### src/logic/pipe_stage.sv
`timescale 1ns/1ps
`default_nettype none

// single entry register slice on a valid/ready stream
// full throughput since ready also looks at the downstream side
module pipe_stage #(
   parameter type payload_t = logic [31:0]
) (
   input  logic     clk_i,
   input  logic     rst_i,
   input  payload_t in_i,
   input  logic     in_valid_i,
   output logic     in_ready_o,
   output payload_t out_o,
   output logic     out_valid_o,
   input  logic     out_ready_i
);

   logic     run_q;    // low in reset and for one cycle after
   logic     full_q;   // entry holds an item
   payload_t data_q;   // stored payload, no reset needed

   // accept when empty or when the held item leaves this cycle
   assign in_ready_o = run_q & (~full_q | out_ready_i);

   assign out_o       = data_q;
   assign out_valid_o = full_q;

   always_ff @(posedge clk_i) begin
      if (rst_i) begin
         run_q  <= 1'b0;
         full_q <= 1'b0;
      end else begin
         run_q <= 1'b1;
         if (in_ready_o) begin
            full_q <= in_valid_i;   // refill or drain
         end
      end
   end

   // payload only moves on a real transfer
   always_ff @(posedge clk_i) begin
      if (in_valid_i && in_ready_o) begin
         data_q <= in_i;
      end
   end

endmodule

`default_nettype wire

### config.mk
export PLATFORM = sky130hd
export DESIGN_NAME = pipe_stage
export DESIGN_NICKNAME = d
export VERILOG_FILES = /design/src/logic/pipe_stage.sv
export SDC_FILE = /design/constraint.sdc
export NUM_CORES = 1
export LEC_CHECK = 0
export ABC_AREA = 1
export BUFFER_PORTS_ARGS = -buffer_cell sky130_fd_sc_hd__buf_2
export CORE_UTILIZATION = 42
export CTS_BUF_LIST = sky130_fd_sc_hd__clkbuf_8
export DETAILED_ROUTE_END_ITERATION = 7
export GPL_TIMING_DRIVEN = 0
export PLACE_DENSITY = 0.8
export SLEW_MARGIN = 20
export SYNTH_ARGS = -nofsm -noshare
export SYNTH_HDL_FRONTEND = slang
export SYNTH_SLANG_ARGS = --single-unit
### constraint.sdc
create_clock -name clk_i -period 1.63 [get_ports clk_i]
set_input_delay 0.326 -clock clk_i [delete_from_list [all_inputs] [get_ports clk_i]]
set_output_delay 0.326 -clock clk_i [all_outputs]
set_load 0.01 [all_outputs]
==> parameters.txt <==
Parameter                              Value

Placement
  Placed instance count ... ~140
  Port bufs ... between 60 and 70
  Cell Area, Placed ... ~1400 µm²
  Setup slack after placement ... -0.2751 ns
  Post-detailed-placement half-perimeter wirelength ... 1.568 mm
  GPL Wtd Cong ... approximately 0.63

Routing
  Final routed wirelength across all metal layers ... about 2.1 mm
  DRC viols ... 0
  Violation count after the first detailed-routing iteration ... 9
  First drt pass iteration count ... 4
  Via Count ... between 600 and 700
  Per-cell via count in the routed design ... roughly 4.5
  Routed wire length per instance ... approximately 14 µm
  Final antenna-violating net count ... 0

Power and ir drop
  Part of the power in the clock network ... 32.9%
  Internal power component ... approximately 0.0013 W
  P per Cell Area ... around 1100 nW/µm²
  Net switching power of the design ... around 0.00035 W
  Register share of total power ... 59.8%
  Max IR drop VDD ... around 1.0 mV
  Standby leakage power ... between 0.6 and 0.7 nW
  Combinational cell fraction of total power ... between 7 and 8%
  Fraction of power spent switching nets ... around a fifth

CTS
  Clock H-tree levels ... 2
  Source-to-sink clock delay at the later pin of the worst-skew pair ... around 0.27 ns
  Clock Pin Slew Worst Setup and Hold Paths ... about 0.070 ns
  CTS Root Cell ... sky130_fd_sc_hd__clkbuf_8
  Hold buffer count at CTS ... 0
  Maximum clock path buffer count ... 2
  CTS buffer count ... 5
  Clock tree from TritonCTS ... yes
  CTS Sinks ... 34
  Setup repair bufs after CTS ... 0

STA
  Clock skew ... 0.005829 ns
  Highest clock frequency the design can meet ... slightly below 800 MHz
  Final count of pins violating max slew ... 0
  Worst slew margin ... a little under 80%
  Final Cycle Share ... 77.96%
  Transition time at the pin with the least slew margin ... around 0.34 ns
  Final-report hold violation count ... 0
  Unrepaired setup endpoints after global routing ... no
  Worst-case setup margin in the final layout ... ~0.36 ns
  Count of endpoints failing setup in the final report ... 0
  Setup_tns ... 0 ns
  Final period demand of the worst path ... around 1.3 ns

Finish
  Cell area after layout ... between 1500 and 2000 µm²
  Most frequent cells in the layout ... sky130_fd_sc_hd__buf_2 (69), sky130_fd_sc_hd__edfxtp_1 (32), sky130_fd_sc_hd__clkbuf_8 (5), sky130_fd_sc_hd__inv_1 (4), sky130_fd_sc_hd__clkinv_1 (3)
  Fraction of layout instances using a drive strength above 1 ... 63.93%
  Final #Nets ... between 150 and 200
  Number of filler instances in the final layout ... 170
  Antenna diode count ... 0
  Multi-input gate area in the final layout ... 33.78 µm²
  Leading cell type in the layout, fill and taps excluded ... sky130_fd_sc_hd__buf_2
  Area delta synth->final ... 44.77%
  Post-route non-filler standard cell count ... 150
  Footprint of the flip-flops and latches ... 1001 µm²

Critical path
  Signal arrival time at the worst endpoint ... between 1 and 1.5 ns
  Critical path origin ... out_valid_o
  Largest fanout on the critical path ... 16
  Cell-by-cell trace of the critical path ... nand2_1 -> nand3_2 -> clkinvlp_4
  Critical Path RT ... about 1.6 ns
  Total buffers and inverters traversed by the critical path ... 1
  Crit Reg-Reg Startpoint ... out_valid_o
  Worst path slowest cell ... sky130_fd_sc_hd__dfxtp_1
  Element type at the critical path start ... flop
  Cell family with most CP delay ... flip-flops
  Capturing element type of the critical path ... flop
  Worst setup path class ... flop to flop
  Worst stage delay on the critical path ... between 0.3 and 0.4 ns

Global route
  GRT Util Overall ... around 16%
  Via count of the first global-routing pass ... a little over 600
  GRT Residual Overflow ... 0
  Initial antenna violation count ... 0
  Largest net degree at the start of global routing ... 33
  Global-route wire length before repair ... between 2 and 3 mm

Hold path
  Min-delay src ... in_i[10]
  Worst hold path type ... input pin to flop

Synthesis
  Mean instance size in the synthesized netlist ... roughly 24 µm²
  Synth warnings ... 0
  Net count after synthesis ... 80
  Post-synth design cell area ... roughly 1100 µm²
  Share of synthesized area occupied by flip-flops and latches ... roughly 95%
  Distinct cell type count after synthesis ... 7
  Mapped Cells ... 44
  Register bit count reported by yosys ... 34

Floorplan
  Std cell rows ... 17
  Area of the die ... ~2700 µm²
  Effective utilization at floorplan ... a little under half
  Die span in y ... 52.09 µm
  Horizontal die dimension ... 52.09 µm
  Top-level port count ... 70
  Standard cell core area ... approximately 2300 µm²

Run status
  Outcome ... complete, no violations

Run
  Number of max-cap violations ... 0
==> cell type report <==
cell class,instances,share of cell area (%)
multi-input cells,5,2.215
inverters,5,1.477
repair buffers,69,22.64
repair inverters,1,0.4922
flip-flops and latches,34,65.63
clock inverters,3,0.7383
clock buffers,5,4.512
well taps,28,2.297
==> power groups by stage <==
stage	Clock (W)	Sequential [W]	Combinational [W]
final	0.000556	0.00101	0.000124
after CTS	0.000565	0.00101	0.000124
after detailed placement	0	0.00103	0.000123
after global routing	0.000601	0.00101	0.000135
after floorplan	0	0.00105	0.0000207
after global placement	0	0.00103	0.000116
==> per-stage QoR <==
stage	power (W)	hold WS [ns]	util, %
final	0.001691	0.2260	66.39
after floorplan	0.001072	0.3825	-
after CTS	0.001701	0.2200	66.07
after global routing	0.001751	0.2117	66.39
after detailed placement	0.001154	0.4935	62.42
after global placement	0.001145	0.4837	62.42
==> cell usage after synthesis <==
master                     instances  area, µm²
sky130_fd_sc_hd__a21o_1            1      7.510
sky130_fd_sc_hd__a21oi_2           1      8.760
sky130_fd_sc_hd__dfxtp_1           2      40.04
sky130_fd_sc_hd__edfxtp_1         32      960.9
sky130_fd_sc_hd__inv_1             5      18.77
sky130_fd_sc_hd__nand2_1           2      7.510
sky130_fd_sc_hd__nand3_2           1      10.01
==> logic make-up (layout without fill, tap and decap cells) <==
group / Yosys count / count (layout) / share of synthesized area, %
buffers and inverters: 5 / 83 / 1.782
flip-flops: 34 / 34 / 95.01
AO/OA/AOI/OAI: 2 / 2 / 1.544
AND/OR/NAND/NOR: 3 / 3 / 1.663
==> per-layer routing <==
layer | up-vias | wire (µm) | track usage [%]
li1 | 318 | - | -
met1 | 305 | 887 | 21.23
met2 | 48 | 965 | 23.93
met3 | 2 | 267 | 7.602
met4 | 0 | 12 | 5.405
met5 | - | 0 | 0
==> worst paths after layout <==
path                            slack (ns)  cells past startpoint     endpoint
worst max-delay path                  0.36                      3    out_o[24]
worst min register to register        0.57                      3  out_valid_o
worst max register to register        0.36                      3    out_o[24]
worst min-delay path                  0.23                      1    out_o[10]
==> flip-flops by register name (all words and copies together), names as in the netlist <==
register,count
run_q,1
out_valid_o,1
out_o,32
==> timing repair <==
item | in CTS | in global routing
setup endpoints to repair | 32 | 32
resized for setup | 1 | 1
gates cloned | 0 | 1
Note: power is estimated with default switching activity, not from simulation.
