[src/logic/imem_defs.svh]
`ifndef IMEM_DEFS_SVH
`define IMEM_DEFS_SVH

// byte address seen by the core fetch port
`define IMEM_ADDR_W 14

// bit 13 selects the region
// clear means boot rom and set means loadable ram
`define IMEM_REGION_BIT 13

// region sizes in 32-bit words
`define IMEM_ROM_WORDS 64
`define IMEM_RAM_WORDS 2048

// loaded word count needs one bit more than the ram index
// so that a completely full ram (2048) can be represented
`define IMEM_CNT_W 12

`endif

[src/logic/imem_pkg.sv]
`default_nettype none

package imem_pkg;

`include "imem_defs.svh"

   // one word of the boot image as it arrives from the flash reader side
   typedef struct packed {
      logic [31:0] data;        // instruction word
      logic        last;        // final word of the image
   } load_word_t;

   // fetch request from the core
   typedef struct packed {
      logic [`IMEM_ADDR_W-1:0] addr;   // byte address
   } fetch_req_t;

   // fetch response back to the core
   // data is forced to zero whenever err is set
   typedef struct packed {
      logic [31:0]             data;   // instruction
      logic                    err;    // misaligned or out of range
      logic [`IMEM_ADDR_W-1:0] addr;   // request address echoed for tracing
   } fetch_rsp_t;

endpackage

`default_nettype wire

[src/logic/load_sequencer.sv]
`timescale 1ns/1ps
`default_nettype none

`include "imem_defs.svh"

// turns the incoming boot image into word writes from ram word 0 upward
// stops taking words after the last one or when ram is full
module load_sequencer (
   input  logic                                clk_i,
   input  logic                                rst_i,
   input  imem_pkg::load_word_t                word_i,
   input  logic                                word_valid_i,
   output logic                                word_ready_o,
   output logic                                wr_en_o,
   output logic [$clog2(`IMEM_RAM_WORDS)-1:0]  wr_word_o,
   output logic [31:0]                         wr_data_o,
   output logic [`IMEM_CNT_W-1:0]              fill_o,
   output logic                                done_o
);

   import imem_pkg::*;

   localparam int RAM_AW = $clog2(`IMEM_RAM_WORDS);
   localparam int CNT_W  = `IMEM_CNT_W;

   logic [CNT_W-1:0] fill_q;   // words written so far
   logic             done_q;   // image complete
   logic             accept;   // word taken this cycle
   logic             at_end;   // this word fills the last ram slot

   assign word_ready_o = ~done_q;                 // refuse everything once done
   assign accept       = word_valid_i & word_ready_o;
   assign at_end       = (fill_q == CNT_W'(`IMEM_RAM_WORDS - 1));

   // write goes out in the same cycle the word is accepted
   assign wr_en_o   = accept;
   assign wr_word_o = fill_q[RAM_AW-1:0];          // fill count doubles as write pointer
   assign wr_data_o = word_i.data;

   assign fill_o = fill_q;
   assign done_o = done_q;

   always_ff @(posedge clk_i) begin
      if (rst_i) begin
         fill_q <= '0;
         done_q <= 1'b0;
      end else if (accept) begin
         fill_q <= fill_q + 1'b1;                  // count rises with the write
         if (word_i.last || at_end) begin
            done_q <= 1'b1;                        // sticky until reset
         end
      end
   end

endmodule

`default_nettype wire

[config.mk]
export PLATFORM = sky130hd
export DESIGN_NAME = load_sequencer
export DESIGN_NICKNAME = d
export VERILOG_FILES = /design/src/logic/imem_pkg.sv /design/src/logic/load_sequencer.sv
export VERILOG_INCLUDE_DIRS = /design/src /design/src/logic
export SDC_FILE = /design/constraint.sdc
export NUM_CORES = 1
export LEC_CHECK = 0
export BUFFER_PORTS_ARGS = -buffer_cell sky130_fd_sc_hd__buf_2
export CAP_MARGIN = 0
export CORE_ASPECT_RATIO = 1.25
export CORE_MARGIN = 2
export CORE_UTILIZATION = 35
export DETAILED_ROUTE_END_ITERATION = 10
export GPL_TIMING_DRIVEN = 0
export PLACE_DENSITY = 0.9
export SYNTH_ARGS = -nofsm -noshare
export SYNTH_HDL_FRONTEND = slang
export SYNTH_SLANG_ARGS = --single-unit
[constraint.sdc]
create_clock -name clk_i -period 2 [get_ports clk_i]
set_input_delay 0.2 -clock clk_i [delete_from_list [all_inputs] [get_ports clk_i]]
set_output_delay 0.2 -clock clk_i [all_outputs]
set_load 0.05 [all_outputs]
==> run_results.csv <==
group,metric,value,unit
run_status,outcome,"complete, no violations",
sta,setup_viol,0,
clock_tree,clk_path_buf_depth,2,
critical_path,start_kind,"flop",
floorplanning,die_h,61.8,um
power_and_ir_drop,internal-power,429,uW
yosys,syn-mean-instance-area,8.51,um2
power_and_ir_drop,power_frac_seq,0.373,
clock_tree,htreeDepth,1,
yosys,synth-main-ff-cell,"dfxtp_1",
global_route,grt_overflow,0,
yosys,synthTopCellsByArea,"buf_4, dfxtp_1, a21oi_1",
sta,skew,2.09,ps
placed_design,dp_hpwl,1710,um
power_and_ir_drop,ir_worst_vdd,0.330,mV
yosys,netlist_area,936,um2
yosys,synth_top_area_share,0.345,
sta,maxSlewViolCount,0,
clock_tree,cts.repair.resized,0,
power_and_ir_drop,p_per_area,557,nW/um2
final_layout,num-fill-cells,252,
global_route,grt_max_degree,11,
final_layout,layout.nets,213,
yosys,synthCells,110,
clock_tree,clkSinkCount,13,
floorplanning,row_count,20,
sta,finalCritPeriodShare,0.798,
power_and_ir_drop,p_comb_frac,0.400,
job,max-cap-violations,0,
global_route,grtUsageTotal,0.123,
placed_design,pre_cts_ws,428,ps
critical_path,reg2reg_setup_slack,400,ps
final_layout,area.growth.synth_to_final,39.8,%
critical_path,cp_data_arrival_time,1810,ps
drt,avgRoutedWirePerCell,10.1,um
yosys,synthArstFlopShare,0,
drt,vias_per_cell,4.43,
final_layout,postLayoutCoreUtil,0.528,
critical_path,critical_path.max_stage_delay,520,ps
hold_path,hp-start,"rst_i",
sta,final.setup.worst_slack,405,ps
sta,setup_tns,0,ps
sta,rsz0062_at_grt,"false",
critical_path,path_cells,"ha_1, nand4b_2, or4_1, a21oi_1",
yosys,synth_nets,147,
hold_path,hold_class,"in2reg",
global_route,grt_pass1_vias,697,
critical_path,slowest_stage,"or4_1",
critical_path,rr_startpoint,"fill_o[0]",
floorplanning,dieArea,3110,um2
yosys,synth-edff-count,0,
yosys,post_synth_num_cell_types,24,
clock_tree,cts_setup_buffers,0,
critical_path,reg2reg_depth,4,
floorplanning,io_pins,94,
power_and_ir_drop,p_clk_frac,0.227,
drt,route.detailed.drc,0,
drt,routed_wl,2090,um
final_layout,drive_above_1_share,0.629,
yosys,ys_top_cells_by_count,"buf_4, dfxtp_1, a21oi_1, nor2_1, or4_1",
placed_design,gp_congestion,0.675,
critical_path,cp.required,2220,ps
sta,worstMarginPinSlew,432,ps
sta,holdWs,155,ps
sta,finalHoldViolCount,0,
clock_tree,path_clk_slew,80,ps
floorplanning,core,2480,um2
yosys,yosys_warnings,0,
critical_path,end_kind,"flop",
power_and_ir_drop,netSwitchingPower,300,uW
critical_path,critPathKind,"reg2reg",
clock_tree,cts_tree,"built",
power_and_ir_drop,p_sw_frac,0.412,
drt,drtIter0Drc,18,
clock_tree,hold_buffers,0,
floorplanning,die_width,50.3,um
floorplanning,initial_core_util,0.378,
yosys,synth-seq-cells,13,
hold_path,holdPathEnd,"fill_o[10]",
drt,drtAntennaViolNets,0,
global_route,antenna_found_initial,0,
critical_path,worstReg2RegEnd,"fill_o[10]",
final_layout,diodes,0,
final_layout,seq_area,260,um2
power_and_ir_drop,p_leak,0.712,nW
hold_path,whs_path_depth,2,
drt,drt_pre_antenna_iters,4,
yosys,synth_top_cell_by_area,"buf_4",
global_route,grt_pass1_wl,2950,um
sta,fmax,627,MHz
final_layout,multi_input_area,338,um2
clock_tree,numCtsBuffers,3,
sta,relSlewSlack,0.712,
drt,dr_total_vias,921,
yosys,yosysMostFrequentCell,"buf_4",
critical_path,crit_fanout,9,
clock_tree,clock_latency,280,ps
placed_design,io_buffers,61,
sta,fin_crit,1600,ps
clock_tree,root_buffer,"clkbuf_4",
yosys,ys_seq_area_frac,0.278,
[power by group through the flow]
stage	combinational, mW	sequential (mW)	clock [mW]
after detailed placement	0.294	0.278	0
after CTS	0.294	0.272	0.165
after floorplan	0.224	0.298	0
after global routing	0.306	0.273	0.177
final	0.291	0.272	0.166
after global placement	0.290	0.278	0
[worst max-delay path: cells and delay by family, from the launching register on]
kind | cells | cell delay (ps)
compound gates | 1 | 150
fa+ha+maj | 1 | 220
simple gates | 2 | 750
flops | 1 | 410
[cells by family (layout without fill, tap and decap cells)]
group                      count (synthesis)  count (layout)  synth area share
and+or+nand+nor                           28              28             0.198
buffers and inverters                     47             112             0.361
xor gates and xnor gates                   2               2            0.0187
muxes                                      3               3            0.0348
DFF                                       13              13             0.278
adders and majority gates                  1               1            0.0134
AOI/OAI and AO/OA                         16              16            0.0962
[worst max-delay path by stage]
stage | startpoint | slack, ps | endpoint
floorplan | done_o | 170 | fill_o[1]
global placement | fill_o[0] | 450 | fill_o[10]
detailed placement | fill_o[0] | 430 | fill_o[10]
CTS | fill_o[0] | 390 | fill_o[10]
global route | fill_o[0] | 280 | fill_o[10]
finish | fill_o[0] | 400 | fill_o[10]
[per-layer routing]
layer / track usage / up-vias / wire length, um
met4: 0.0714 / 0 / 36
met2: 0.220 / 52 / 1060
met3: 0.0311 / 5 / 213
met5: 0 / - / 0
li1: - / 465 / -
met1: 0.135 / 399 / 779
[area by class of cell]
class,count,share of cell area
repair buffers,61,0.233
inverters,3,0.00860
plain buffers,44,0.250
clock buffers,4,0.0201
multi-input cells,50,0.258
well taps,33,0.0315
flip-flops and latches,13,0.199
[metrics by stage]
step | area, um2 | total power [mW] | cells
2_1_floorplan | 936 | 0.522 | 110
3_3_place_gp | 1280 | 0.569 | 204
3_5_place_dp | 1280 | 0.572 | 204
4_1_cts | 1310 | 0.731 | 208
5_1_grt | 1310 | 0.756 | 208
6_report | 1310 | 0.729 | 208
[cell usage in the layout (no fill, tap or decap)]
master / count
nand3b_1: 2
nand3_1: 2
mux2_1: 1
or4_1: 5
nand4_4: 1
buf_2: 61
a21oi_1: 9
mux2_2: 1
ha_1: 1
nand4_1: 1
or3_1: 3
clkbuf_4: 3
xnor2_1: 1
nand4b_2: 1
buf_4: 43
xor2_1: 1
nor2b_1: 3
nor4_1: 2
o31ai_1: 4
dfxtp_1: 13
nand2_1: 3
mux2i_1: 1
inv_1: 3
clkbuf_1: 2
o21ai_0: 3
nor2_1: 5
[state kept, by name, summed over array words and instances (netlist names)]
register and flops:
done_o 1, fill_o 12
Power figures use the tool's default switching activity.
